**config.mk**
```make
export PLATFORM = sky130hd
export DESIGN_NAME = burst_read_top
export DESIGN_NICKNAME = d
export VERILOG_FILES = /design/src/common/burst_read_pkg.sv /design/src/common/word_read_if.sv /design/src/source/addr_iter.sv /design/src/source/sync_fifo.sv /design/src/burst_reader/burst_reader.sv /design/src/source/read_arbiter.sv /design/src/source/burst_read_top.sv
export VERILOG_INCLUDE_DIRS = /design/src /design/src/common
export SDC_FILE = /design/constraint.sdc
export NUM_CORES = 1
export LEC_CHECK = 0
export ABC_AREA = 1
export BUFFER_PORTS_ARGS = -buffer_cell sky130_fd_sc_hd__buf_2
export CORE_MARGIN = 2
export CORE_UTILIZATION = 56
export DETAILED_ROUTE_END_ITERATION = 6
export PLACE_DENSITY = 0.77
export SETUP_SLACK_MARGIN = 0.4
export SLEW_MARGIN = 30
export SYNTH_ARGS = -nofsm -noshare
export SYNTH_HDL_FRONTEND = slang
export SYNTH_SLANG_ARGS = --single-unit
```
**constraint.sdc**
```tcl
create_clock -name axi_clk -period 4.4 [get_ports axi_clk]
set_input_delay 0.44 -clock axi_clk [delete_from_list [all_inputs] [get_ports axi_clk]]
set_output_delay 0.44 -clock axi_clk [all_outputs]
set_load 0.02 [all_outputs]
```
**src/common/burst_read_settings.svh**
```systemverilog
`ifndef BURST_READ_SETTINGS_SVH
`define BURST_READ_SETTINGS_SVH

// word address width, addresses count words and not bytes
`define BR_ADDR_WIDTH 20
`define BR_DATA_WIDTH 16

// zero based beat count, so 0 means one beat
`define BR_LEN_WIDTH 8

// address step between two beats of one burst
`define BR_STRIDE 2

// number of burst readers sharing the memory port
`define BR_READERS 2

// fifo depths are log2 of the slot count
`define BR_META_DEPTH_LOG2 3
`define BR_META_AF_BUF 2
`define BR_RES_DEPTH_LOG2 4
`define BR_RES_AF_BUF 8
`define BR_OWNER_DEPTH_LOG2 3
`define BR_OWNER_AF_BUF 2

`endif

```
**src/common/burst_read_pkg.sv**
```systemverilog
`default_nettype none

`include "burst_read_settings.svh"

package burst_read_pkg;

  // one memory word address
  typedef logic [`BR_ADDR_WIDTH-1:0] addr_t;

  // one memory word
  typedef logic [`BR_DATA_WIDTH-1:0] data_t;

  // zero based beat count of a burst request
  typedef logic [`BR_LEN_WIDTH-1:0] len_t;

  // burst reader control states
  // init_burst exists so the address iterator can settle after the load
  // before the first word request goes out
  typedef enum logic [1:0] {
    idle          = 2'b00,
    init_burst    = 2'b01,
    reading_beats = 2'b10,
    finish_burst  = 2'b11
  } reader_state_e;

endpackage

`default_nettype wire

```
**src/common/word_read_if.sv**
```systemverilog
`default_nettype none

// single word read channel between a requester and the memory side
interface word_read_if;
  import burst_read_pkg::*;

  // address half of the channel
  addr_t araddr;
  logic  arvalid;
  logic  arready;

  // return half of the channel, one word per address
  data_t rdata;
  logic  rvalid;
  logic  rready;

  // the side that issues word addresses and takes the data back
  modport manager(
    output araddr, arvalid, rready,
    input  arready, rdata, rvalid
  );

  // the side that accepts addresses and returns the data
  modport subordinate(
    input  araddr, arvalid, rready,
    output arready, rdata, rvalid
  );

endinterface

`default_nettype wire

```
**src/source/addr_iter.sv**
```systemverilog
`default_nettype none

module addr_iter #(
  parameter int INC_VAL = 1
) (
  input  logic                  axi_clk,
  input  logic                  init,
  input  burst_read_pkg::addr_t init_val,
  input  burst_read_pkg::addr_t max_val,
  input  logic                  inc,
  output burst_read_pkg::addr_t val,
  output logic                  last
);
  import burst_read_pkg::*;

  // the final address is captured at load time, so the caller only has to
  // hold max_val valid in the cycle where init is high
  addr_t max_q;

  always_ff @(posedge axi_clk) begin
    if (init) begin
      val   <= init_val;
      max_q <= max_val;
    end else if (inc) begin
      val <= val + addr_t'(INC_VAL);
    end
  end

  assign last = (val == max_q);

endmodule

`default_nettype wire

```
**src/source/sync_fifo.sv**
```systemverilog
`default_nettype none

module sync_fifo #(
  parameter int WIDTH           = 8,
  parameter int DEPTH_LOG2      = 3,
  parameter int ALMOST_FULL_BUF = 2
) (
  input  logic             axi_clk,
  input  logic             axi_resetn,
  input  logic             w_inc,
  input  logic [WIDTH-1:0] w_data,
  output logic             w_full,
  output logic             w_almost_full,
  input  logic             r_inc,
  output logic [WIDTH-1:0] r_data,
  output logic             r_empty
);
  localparam int DEPTH = 1 << DEPTH_LOG2;

  // pointers carry one extra wrap bit to tell full from empty
  typedef logic [DEPTH_LOG2:0] ptr_t;

  logic [WIDTH-1:0] ram[DEPTH];
  ptr_t             w_ptr;
  ptr_t             r_ptr;
  ptr_t             count;
  ptr_t             free_slots;
  logic             do_write;
  logic             do_read;

  // a push into a full fifo or a pop from an empty one is ignored
  assign do_write = w_inc && !w_full;
  assign do_read  = r_inc && !r_empty;

  assign count      = w_ptr - r_ptr;
  assign free_slots = ptr_t'(DEPTH) - count;

  assign r_empty       = (w_ptr == r_ptr);
  assign w_full        = (w_ptr[DEPTH_LOG2] != r_ptr[DEPTH_LOG2]) &&
                         (w_ptr[DEPTH_LOG2-1:0] == r_ptr[DEPTH_LOG2-1:0]);
  assign w_almost_full = (free_slots < ptr_t'(ALMOST_FULL_BUF));

  // head word is visible without a read cycle
  assign r_data = ram[r_ptr[DEPTH_LOG2-1:0]];

  always_ff @(posedge axi_clk) begin
    if (!axi_resetn) begin
      w_ptr <= '0;
      r_ptr <= '0;
    end else begin
      if (do_write) begin
        w_ptr <= w_ptr + 1'b1;
      end
      if (do_read) begin
        r_ptr <= r_ptr + 1'b1;
      end
    end
  end

  always_ff @(posedge axi_clk) begin
    if (do_write) begin
      ram[w_ptr[DEPTH_LOG2-1:0]] <= w_data;
    end
  end

endmodule

`default_nettype wire

```
**src/burst_reader/burst_reader.sv**
```systemverilog
`default_nettype none

`include "burst_read_settings.svh"

module burst_reader (
  input  logic                  axi_clk,
  input  logic                  axi_resetn,
  input  burst_read_pkg::addr_t araddr,
  input  burst_read_pkg::len_t  arlen,
  input  logic                  arvalid,
  output logic                  arready,
  output burst_read_pkg::data_t rdata,
  output logic                  rlast,
  output logic                  rvalid,
  input  logic                  rready,
  word_read_if.manager          mem
);
  import burst_read_pkg::*;

  localparam addr_t STRIDE_A = addr_t'(`BR_STRIDE);

  reader_state_e state;
  reader_state_e next_state;

  // address iterator signals
  addr_t addr;
  addr_t addr_max;
  logic  addr_last;

  // set once the request for the final address has been issued
  logic  addr_done;

  logic  burst_start;
  logic  beat_read_start;
  logic  beat_read_accepted;
  logic  beat_read_done;
  logic  burst_done;

  // meta fifo holds the last flag of every outstanding word request
  logic  meta_af;
  logic  meta_last;

  // result fifo holds returned words with their last flag on top
  logic                    res_w_full;
  logic                    res_af;
  logic                    res_r_inc;
  logic                    res_r_empty;
  logic [`BR_DATA_WIDTH:0] res_w_data;
  logic [`BR_DATA_WIDTH:0] res_r_data;

  assign beat_read_accepted = mem.arvalid && mem.arready;
  assign beat_read_done     = mem.rvalid && mem.rready;
  assign burst_done         = rlast && rvalid && rready;

  always_comb begin
    next_state      = state;
    burst_start     = 1'b0;
    beat_read_start = 1'b0;

    case (state)
      idle: begin
        if (arvalid && arready) begin
          burst_start = 1'b1;
          next_state  = init_burst;
        end
      end

      // both fifos are empty here, so the first request needs no check
      init_burst: begin
        beat_read_start = 1'b1;
        next_state      = reading_beats;
      end

      // a new request may only replace one that is gone or leaving now
      reading_beats: begin
        if (!mem.arvalid || mem.arready) begin
          if (!addr_done) begin
            beat_read_start = !meta_af && !res_af;
          end else begin
            next_state = finish_burst;
          end
        end
      end

      finish_burst: begin
        if (burst_done) begin
          next_state = idle;
        end
      end

      default: begin
        next_state = idle;
      end
    endcase
  end

  always_ff @(posedge axi_clk) begin
    if (!axi_resetn) begin
      state <= idle;
    end else begin
      state <= next_state;
    end
  end

  // ready for a new burst only when the machine sits in idle next cycle
  always_ff @(posedge axi_clk) begin
    if (!axi_resetn) begin
      arready <= 1'b0;
    end else begin
      arready <= (next_state == idle);
    end
  end

  always_ff @(posedge axi_clk) begin
    if (!axi_resetn) begin
      addr_done <= 1'b0;
    end else if (burst_start) begin
      addr_done <= 1'b0;
    end else if (beat_read_start) begin
      addr_done <= addr_last;
    end
  end

  // final address is start plus stride times the zero based count
  assign addr_max = araddr + (STRIDE_A * addr_t'(arlen));

  addr_iter #(
    .INC_VAL(`BR_STRIDE)
  ) iter (
    .axi_clk (axi_clk),
    .init    (burst_start),
    .init_val(araddr),
    .max_val (addr_max),
    .inc     (beat_read_start),
    .val     (addr),
    .last    (addr_last)
  );

  // word request register, held until the memory side takes it
  always_ff @(posedge axi_clk) begin
    if (!axi_resetn) begin
      mem.arvalid <= 1'b0;
    end else if (beat_read_start) begin
      mem.arvalid <= 1'b1;
    end else if (beat_read_accepted) begin
      mem.arvalid <= 1'b0;
    end
  end

  always_ff @(posedge axi_clk) begin
    if (beat_read_start) begin
      mem.araddr <= addr;
    end
  end

  sync_fifo #(
    .WIDTH          (1),
    .DEPTH_LOG2     (`BR_META_DEPTH_LOG2),
    .ALMOST_FULL_BUF(`BR_META_AF_BUF)
  ) meta_fifo (
    .axi_clk      (axi_clk),
    .axi_resetn   (axi_resetn),
    .w_inc        (beat_read_start),
    .w_data       (addr_last),
    .w_full       (),
    .w_almost_full(meta_af),
    .r_inc        (beat_read_done),
    .r_data       (meta_last),
    .r_empty      ()
  );

  // returned words are taken as long as the result fifo has room
  assign mem.rready = !res_w_full;
  assign res_w_data = {meta_last, mem.rdata};

  sync_fifo #(
    .WIDTH          (`BR_DATA_WIDTH + 1),
    .DEPTH_LOG2     (`BR_RES_DEPTH_LOG2),
    .ALMOST_FULL_BUF(`BR_RES_AF_BUF)
  ) res_fifo (
    .axi_clk      (axi_clk),
    .axi_resetn   (axi_resetn),
    .w_inc        (beat_read_done),
    .w_data       (res_w_data),
    .w_full       (res_w_full),
    .w_almost_full(res_af),
    .r_inc        (res_r_inc),
    .r_data       (res_r_data),
    .r_empty      (res_r_empty)
  );

  assign res_r_inc      = rvalid && rready;
  assign {rlast, rdata} = res_r_data;

  // rvalid follows the fifo one cycle late and drops after each transfer,
  // which leaves a one cycle gap between beats
  always_ff @(posedge axi_clk) begin
    if (!axi_resetn) begin
      rvalid <= 1'b0;
    end else if (rvalid && rready) begin
      rvalid <= 1'b0;
    end else if (!res_r_empty) begin
      rvalid <= 1'b1;
    end
  end

endmodule

`default_nettype wire

```
**src/source/read_arbiter.sv**
```systemverilog
`default_nettype none

`include "burst_read_settings.svh"

module read_arbiter (
  input  logic             axi_clk,
  input  logic             axi_resetn,
  word_read_if.subordinate req0,
  word_read_if.subordinate req1,
  word_read_if.manager     mem
);
  localparam int OWNER_W = $clog2(`BR_READERS);

  // sel picks the requester shown on the shared address channel
  logic [OWNER_W-1:0] sel;
  logic [OWNER_W-1:0] pick;
  logic [OWNER_W-1:0] last_winner;
  logic [OWNER_W-1:0] locked_id;
  logic [OWNER_W-1:0] owner_head;
  logic               locked;
  logic               grant_en;
  logic               owner_af;
  logic               owner_empty;
  logic               addr_accepted;
  logic               data_returned;

  // with both requesting, the one that lost last time wins
  always_comb begin
    if (req0.arvalid && req1.arvalid) begin
      pick = ~last_winner;
    end else begin
      pick = req1.arvalid;
    end
  end

  // a shown request keeps its grant until the memory takes the address
  assign sel      = locked ? locked_id : pick;
  assign grant_en = locked || !owner_af;

  assign mem.araddr  = sel ? req1.araddr : req0.araddr;
  assign mem.arvalid = grant_en && (sel ? req1.arvalid : req0.arvalid);
  assign req0.arready = grant_en && !sel && mem.arready;
  assign req1.arready = grant_en && sel && mem.arready;

  assign addr_accepted = mem.arvalid && mem.arready;
  assign data_returned = mem.rvalid && mem.rready;

  always_ff @(posedge axi_clk) begin
    if (!axi_resetn) begin
      locked      <= 1'b0;
      locked_id   <= '0;
      last_winner <= '0;
    end else if (addr_accepted) begin
      locked      <= 1'b0;
      last_winner <= sel;
    end else if (mem.arvalid) begin
      locked    <= 1'b1;
      locked_id <= sel;
    end
  end

  // owner queue keeps the requester of every accepted address in order
  sync_fifo #(
    .WIDTH          (OWNER_W),
    .DEPTH_LOG2     (`BR_OWNER_DEPTH_LOG2),
    .ALMOST_FULL_BUF(`BR_OWNER_AF_BUF)
  ) owner_fifo (
    .axi_clk      (axi_clk),
    .axi_resetn   (axi_resetn),
    .w_inc        (addr_accepted),
    .w_data       (sel),
    .w_full       (),
    .w_almost_full(owner_af),
    .r_inc        (data_returned),
    .r_data       (owner_head),
    .r_empty      (owner_empty)
  );

  // the memory returns in order, so the head of the queue owns the word
  assign req0.rdata  = mem.rdata;
  assign req1.rdata  = mem.rdata;
  assign req0.rvalid = mem.rvalid && !owner_empty && !owner_head;
  assign req1.rvalid = mem.rvalid && !owner_empty && owner_head;
  assign mem.rready  = !owner_empty && (owner_head ? req1.rready : req0.rready);

endmodule

`default_nettype wire

```
**src/source/burst_read_top.sv**
```systemverilog
`default_nettype none

module burst_read_top (
  input  logic                  axi_clk,
  input  logic                  axi_resetn,

  // burst port 0
  input  burst_read_pkg::addr_t rd0_araddr,
  input  burst_read_pkg::len_t  rd0_arlen,
  input  logic                  rd0_arvalid,
  output logic                  rd0_arready,
  output burst_read_pkg::data_t rd0_rdata,
  output logic                  rd0_rlast,
  output logic                  rd0_rvalid,
  input  logic                  rd0_rready,

  // burst port 1
  input  burst_read_pkg::addr_t rd1_araddr,
  input  burst_read_pkg::len_t  rd1_arlen,
  input  logic                  rd1_arvalid,
  output logic                  rd1_arready,
  output burst_read_pkg::data_t rd1_rdata,
  output logic                  rd1_rlast,
  output logic                  rd1_rvalid,
  input  logic                  rd1_rready,

  // shared single word memory port
  output burst_read_pkg::addr_t mem_araddr,
  output logic                  mem_arvalid,
  input  logic                  mem_arready,
  input  burst_read_pkg::data_t mem_rdata,
  input  logic                  mem_rvalid,
  output logic                  mem_rready
);

  word_read_if rd0_if ();
  word_read_if rd1_if ();
  word_read_if mem_if ();

  burst_reader reader0 (
    .axi_clk   (axi_clk),
    .axi_resetn(axi_resetn),
    .araddr    (rd0_araddr),
    .arlen     (rd0_arlen),
    .arvalid   (rd0_arvalid),
    .arready   (rd0_arready),
    .rdata     (rd0_rdata),
    .rlast     (rd0_rlast),
    .rvalid    (rd0_rvalid),
    .rready    (rd0_rready),
    .mem       (rd0_if.manager)
  );

  burst_reader reader1 (
    .axi_clk   (axi_clk),
    .axi_resetn(axi_resetn),
    .araddr    (rd1_araddr),
    .arlen     (rd1_arlen),
    .arvalid   (rd1_arvalid),
    .arready   (rd1_arready),
    .rdata     (rd1_rdata),
    .rlast     (rd1_rlast),
    .rvalid    (rd1_rvalid),
    .rready    (rd1_rready),
    .mem       (rd1_if.manager)
  );

  read_arbiter arbiter (
    .axi_clk   (axi_clk),
    .axi_resetn(axi_resetn),
    .req0      (rd0_if.subordinate),
    .req1      (rd1_if.subordinate),
    .mem       (mem_if.manager)
  );

  // the arbiter side of the shared channel goes straight to the pins
  assign mem_araddr     = mem_if.araddr;
  assign mem_arvalid    = mem_if.arvalid;
  assign mem_rready     = mem_if.rready;
  assign mem_if.arready = mem_arready;
  assign mem_if.rdata   = mem_rdata;
  assign mem_if.rvalid  = mem_rvalid;

endmodule

`default_nettype wire

```
==> flow_metrics.env, run 1 <==
export IMPL_start_util=0.5630
export IMPL_syn_num_nets=3010
export IMPL_synth_edf_count=688
export IMPL_cp_required_ns=3.96
export IMPL_crit_fanout=52
export IMPL_grt_pass1_vias=22210
export IMPL_cts_sinks=764
export IMPL_ff2ff_setup_slack_ns=0.81
export IMPL_worst_pin_slew_ns=0.9252
export IMPL_overflow=0
export IMPL_relSlewSlack=0.3832
export IMPL_yosysTopAreaCell="edfxtp_1"
export IMPL_place_ws_ns=0.8466
export IMPL_wl_per_cell_um=20.12
export IMPL_fin_util=0.6354
export IMPL_mappedNetlistArea_mm2=0.03304
export IMPL_rsz0062_at_grt="no"
export IMPL_num_rows=89
export IMPL_cts_root_buf="clkbuf_16"
export IMPL_crit_slowest_cell="clkinv_2"
export IMPL_cts_tree="built"
export IMPL_num_vias=22670
export IMPL_yosysMostFrequentCell="edfxtp_1"
export IMPL_power_density_mw_per_mm2=469.7
export IMPL_cp_start_kind="register"
export IMPL_detail_route_antenna_nets=0
export IMPL_dp_cells=3698
export IMPL_drc=0
export IMPL_cts_made_buffers=76
export IMPL_synth_ff_type="edfxtp_1"
export IMPL_clk_transition_reported_paths_ns=0.06
export IMPL_antenna_found_initial=3
export IMPL_die_w_um=246.9
export IMPL_synthArstFlopShare=0
export IMPL_cp_slowest_stage_delay_ns=0.66
export IMPL_path_cells="clkinv_2, buf_4, o21ai_0, o22ai_1, o211ai_1, nand2_1, buf_2"
export IMPL_synth_area_leaders="edfxtp_1, o21ai_0, dfxtp_1, nand2_1, nor2_1"
export IMPL_tns_ns=0
export IMPL_synth_common_cells="edfxtp_1, nand2_1, nor2_1, o21ai_0, inv_1"
export IMPL_coreArea_mm2=0.05869
export IMPL_htreeDepth=3
export IMPL_hold_class="input port to register"
export IMPL_drtIter0Drc=2116
export IMPL_area_growth_syn_to_layout_pct=12.87
export IMPL_layout_drive_gt1_share=0.1246
export IMPL_finalSetupViolCount=0
export IMPL_status="completed"
export IMPL_yosys_warnings=0
export IMPL_finalCritPeriodShare=0.8527
export IMPL_setup_ws_ns=0.6482
export IMPL_synth_top_area_frac=0.6253
export IMPL_cap_violations=0
export IMPL_stdcell_count=3839
export IMPL_grt_first_pass_wirelength_mm=119.7
export IMPL_syn_inst=2857
export IMPL_first_pass_iters=5
export IMPL_nNetsFinal=3158
export IMPL_grt_max_degree=105
export IMPL_insertion_delay_ns=0.63
export IMPL_p_leak_nw=13.61
export IMPL_totalWireLength_mm=77.25
export IMPL_port_buffers=139
export IMPL_die_y_um=246.9
export IMPL_finalHoldViolCount=0
export IMPL_crit_type="register to output pin"
export IMPL_finalMaxSlewViolations=0
export IMPL_skew_ns=0.02395
export IMPL_ios=140
export IMPL_cts_max_path_buffers=3
export IMPL_worstPathArrival_ns=3.31
export IMPL_gp_congestion=0.8688
export IMPL_ir_drop_uv=345.9
export IMPL_yosysSeqAreaShare=0.6714
export IMPL_ys_ff_latch=764
export IMPL_postCtsSetupRepairBufs=0
export IMPL_fp_dieArea_mm2=0.06096
export IMPL_yosysUniqueCellTypes=53
export IMPL_syn_mean_instance_area_um2=11.56
export IMPL_track_usage=0.2541
export IMPL_dp_hpwl_mm=47.08
export IMPL_viasPerCell=5.906
export IMPL_fmax_mhz=266.5
export IMPL_finalCriticalPeriod_ns=3.752
export IMPL_critPathCaptureType="output pin"
export IMPL_fillCellCount=4268
[metal layers]
| metal | GRT usage | share of wire |
|---|---|---|
| met2 | 0.4268 | 0.50 |
| met4 | 0.09568 | 0.029 |
| met3 | 0.04374 | 0.091 |
| met5 | 0 | 0.00030 |
| met1 | 0.3320 | 0.38 |
[stage by stage]
step                total power [mW]  hold WS [ns]  instance area [µm²]
global placement               10.94        0.4568                34650
finish                         17.51        0.1033                37290
floorplan                      10.29        0.4432                33040
detailed placement             11.04        0.4675                34690
global route                   18.18        0.1054                37290
CTS                            17.58       0.07723                37270
[registers in the layout, indices dropped and copies added (netlist names), 4 cells and up, named ones only]
signal                    count
reader0.res_fifo.ram        272
reader1.res_fifo.ram        272
reader0.iter.max_q           20
reader0.iter.val             20
reader0.mem.araddr           20
reader1.iter.max_q           20
reader1.iter.val             20
reader1.mem.araddr           20
arbiter.owner_fifo.ram        8
reader0.meta_fifo.ram         8
reader1.meta_fifo.ram         8
reader0.res_fifo.r_ptr        5
reader0.res_fifo.w_ptr        5
reader1.res_fifo.r_ptr        5
reader1.res_fifo.w_ptr        5
arbiter.owner_fifo.r_ptr      4
arbiter.owner_fifo.w_ptr      4
reader0.meta_fifo.r_ptr       4
reader0.meta_fifo.w_ptr       4
reader1.meta_fifo.r_ptr       4
reader1.meta_fifo.w_ptr       4
[worst paths after layout]
path,startpoint,to,cells past startpoint
setup reg to reg,arbiter.owner_fifo.w_ptr[1]$_SDFFE_PN0P_,reader0.iter.val[11]$_DFFE_PP_,17
setup / recovery,register,rd1_rdata[7],7
hold / removal,rd1_arlen[0],reader1.iter.max_q[1]$_DFFE_PP_,2
hold reg to reg,reader0.res_fifo.r_ptr[4]$_SDFFE_PN0P_,reader0.res_fifo.r_ptr[4]$_SDFFE_PN0P_,1
[power by group]
part	switching (mW)	internal, mW
Clock	2.73	3.86
Combinational	1.48	0.711
Sequential	0.313	8.42
[logic make-up (layout without fill, tap and decap cells)]
logic type                 count (synthesis)  after routing  share of synthesized area
AOI/OAI and AO/OA                        580            580                     0.1047
and+or+nand+nor                         1010           1010                     0.1285
DFF                                      764            764                     0.6714
xor gates and xnor gates                 104            104                    0.02757
buffers and inverters                    324            532                    0.03840
muxes                                      2              2                  0.0006816
adders and majority gates                 73             73                    0.02878
other                                      0              1                          0
[area by class of cell]
type | instances | area, µm² | area share
multi-input cells | 1769 | 9659 | 0.2590
flip-flops and latches | 764 | 22190 | 0.5951
inverters | 199 | 753.2 | 0.02020
clock buffers | 95 | 2046 | 0.05486
clock inverters | 43 | 516.7 | 0.01386
repair buffers | 195 | 1154 | 0.03094
diodes | 1 | 2.502 | 0.00006711
well taps | 773 | 967.2 | 0.02594
[placed cells by master, fill, tap and decap left out, drive strengths merged, types with 2 or more instances in the layout]
| cell type | count |
|---|---|
| buf | 193 |
| inv | 198 |
| nand4 | 20 |
| ha | 68 |
| nand2 | 414 |
| o22ai | 41 |
| edfxtp | 688 |
| a21boi | 2 |
| fa | 5 |
| xnor2 | 40 |
| o221ai | 88 |
| nor2 | 409 |
| and3 | 2 |
| a21oi | 65 |
| o311ai | 2 |
| o2111ai | 3 |
| o21ai | 325 |
| or2 | 10 |
| a31oi | 2 |
| bufinv | 9 |
| clkbuf | 95 |
| nor3b | 3 |
| o21a | 3 |
| dlygate4sd3 | 2 |
| mux2 | 2 |
| o32ai | 4 |
| dfxtp | 76 |
| nand3 | 122 |
| xor2 | 64 |
| clkinv | 30 |
| o211ai | 41 |
| nor3 | 29 |
| clkinvlp | 5 |
[what timing repair did]
item                       CTS  global route
hold buffers                 2             0
hold endpoints to repair     2             0
setup endpoints to repair    0             3
gates resized for setup      0             1
[worst max-delay path, delay by kind of cell (launching register included)]
| kind | cells | cell delay (ns) |
|---|---|---|
| compound gates | 3 | 0.67 |
| buf+inv | 3 | 1.32 |
| flops | 1 | 0.57 |
| simple gates | 1 | 0.10 |
Note: power is estimated with default switching activity, not from simulation.
==> run 2: changes to the inputs <==
CORE_ASPECT_RATIO = 2   (was unset)
clock period = 4 ns   (was 4.4 ns; I/O delays follow)
==> flow_metrics.env, run 2 (same netlist as run 1, synthesis figures left out) <==
export IMPL_cts_root_buf="clkbuf_16"
export IMPL_antenna_found_initial=2
export IMPL_die_y_um=347.5
export IMPL_clkPwrFrac=0.332
export IMPL_layout_common_cells="edfxtp_1, nand2_1, nor2_1"
export IMPL_crit_fanout=38
export IMPL_wl_per_cell_um=20.04
export IMPL_track_usage=0.2485
export IMPL_whs_ns=0.07540
export IMPL_finalCriticalPeriod_ns=3.301
export IMPL_cp_required_ns=3.60
export IMPL_dp_cells=3695
export IMPL_crit_type="register to output pin"
export IMPL_pwr_share_seq=0.533
export IMPL_fmax_mhz=303.0
export IMPL_power_density_mw_per_mm2=489.3
export IMPL_area_growth_syn_to_layout_pct=11.08
export IMPL_hold_path_startpoint="rd0_arlen[0]"
export IMPL_drtIter0Drc=2447
export IMPL_status="completed"
export IMPL_clk_transition_reported_paths_ns=0.07
export IMPL_fp_dieArea_mm2=0.06108
export IMPL_p_int_mw=13.23
export IMPL_port_buffers=139
export IMPL_power_switching_mw=4.731
export IMPL_finalCritPeriodShare=0.8252
export IMPL_relSlewSlack=0.4037
export IMPL_finalSetupViolCount=0
export IMPL_coreArea_mm2=0.05865
export IMPL_cts_tree="built"
export IMPL_grt_max_degree=111
export IMPL_critPathCaptureType="output pin"
export IMPL_cp_num_buf_inv=2
export IMPL_layout_commonest_cell="edfxtp_1"
export IMPL_nNetsFinal=3144
export IMPL_cp_slowest_stage_delay_ns=0.75
export IMPL_viasPerCell=5.828
export IMPL_place_ws_ns=1.027
export IMPL_cts_sinks=764
export IMPL_ios=140
export IMPL_stdcell_count=3810
export IMPL_grt_pass1_vias=21640
export IMPL_cap_violations=0
export IMPL_p_sw_frac=0.2635
export IMPL_first_pass_iters=6
export IMPL_cts_made_buffers=59
export IMPL_worst_pin_slew_ns=0.8889
export IMPL_skew_ns=0.04833
export IMPL_num_vias=22200
export IMPL_start_util=0.5634
export IMPL_finalMaxSlewViolations=0
export IMPL_grt_first_pass_wirelength_mm=118.1
export IMPL_cts_max_path_buffers=3
export IMPL_tns_ns=0
export IMPL_worstPathArrival_ns=2.90
export IMPL_gp_congestion=0.8640
export IMPL_die_w_um=175.8
export IMPL_totalWireLength_mm=76.36
export IMPL_htreeDepth=2
export IMPL_p_leak_nw=13.33
export IMPL_finalHoldViolCount=0
export IMPL_rsz0062_at_grt="no"
export IMPL_r2r_start="reader0.meta_fifo.w_ptr[1]$_SDFFE_PN0P_"
export IMPL_path_cells="buf_4, o21ai_0, o221ai_1, nand3_1, nand2_1, buf_2"
export IMPL_crit_slowest_cell="dfxtp_2"
export IMPL_num_rows=126
export IMPL_setup_ws_ns=0.6994
export IMPL_layout_drive_gt1_share=0.1220
export IMPL_ir_drop_uv=434.9
export IMPL_detail_route_antenna_nets=0
export IMPL_power_mw=17.96
export IMPL_dp_hpwl_mm=46.67
export IMPL_cp_start_kind="register"
export IMPL_insertion_delay_ns=0.65
export IMPL_cp_top_family="flip-flops"
export IMPL_overflow=0
export IMPL_drc=0
export IMPL_combPwrFrac=0.135
export IMPL_hold_class="input port to register"
## run 2: power by group through the flow
stage                     logic (mW)  clock network (mW)  registers, mW
after global placement          2.32                   0           9.73
after floorplan                 1.64                   0           9.67
after global routing            2.72                6.33           9.62
after detailed placement        2.40                   0           9.75
final                           2.42                5.96           9.58
after CTS                       2.43                6.04           9.57
## run 2: layer usage
metal	global-route usage	routed length, µm	vias up
li1	-	-	10420
met1	0.3388	30630	10620
met2	0.4107	37240	1015
met3	0.03069	6012	147
met4	0.09428	2484	0
met5	0	0	-
## run 2: what timing repair did
item                                   CTS  global route
setup endpoints to repair                1             1
endpoints found under the hold margin    2             0
hold buffers                             2             0
setup buffers                            0             1
gates resized for setup                  1             0
## run 2: cell type report
class                   instances  area (µm²)
flip-flops and latches        764       22190
fillers                      4385       21950
multi-input cells            1769        9654
clock buffers                  71        1521
repair buffers                198        1181
well taps                     768       960.9
inverters                     199       755.7
clock inverters                39       427.9
diodes                          2       5.005
## run 2: worst paths after layout
check	slack (ns)	end	depth (start not counted)
worst min-delay path	0.08	reader0.iter.max_q[1]$_DFFE_PP_	2
worst max-delay path	0.70	rd1_rdata[13]	6
worst max register to register	1.03	reader0.iter.val[12]$_DFFE_PP_	15
worst min register to register	0.49	reader0.mem.araddr[0]$_DFFE_PP_	0
## run 2: worst reg2reg max path, cell delays in order (launching register included)
cell,delay [ns]
dfxtp_1,0.40
inv_1,0.12
ha_1,0.32
ha_1,0.15
inv_1,0.06
fa_1,0.41
xnor2_1,0.15
nand2_1,0.07
nand3_1,0.09
nand2_1,0.05
nor2_1,0.16
nand2_2,0.10
a21boi_2,0.15
inv_1,0.08
nand2_1,0.06
buf_4,0.29
## run 2: stage by stage
step	instance area, µm²	util
2_1_floorplan	33040	-
3_3_place_gp	34700	0.5916
3_5_place_dp	34700	0.5917
4_1_cts	36670	0.6253
5_1_grt	36700	0.6258
6_report	36700	0.6258
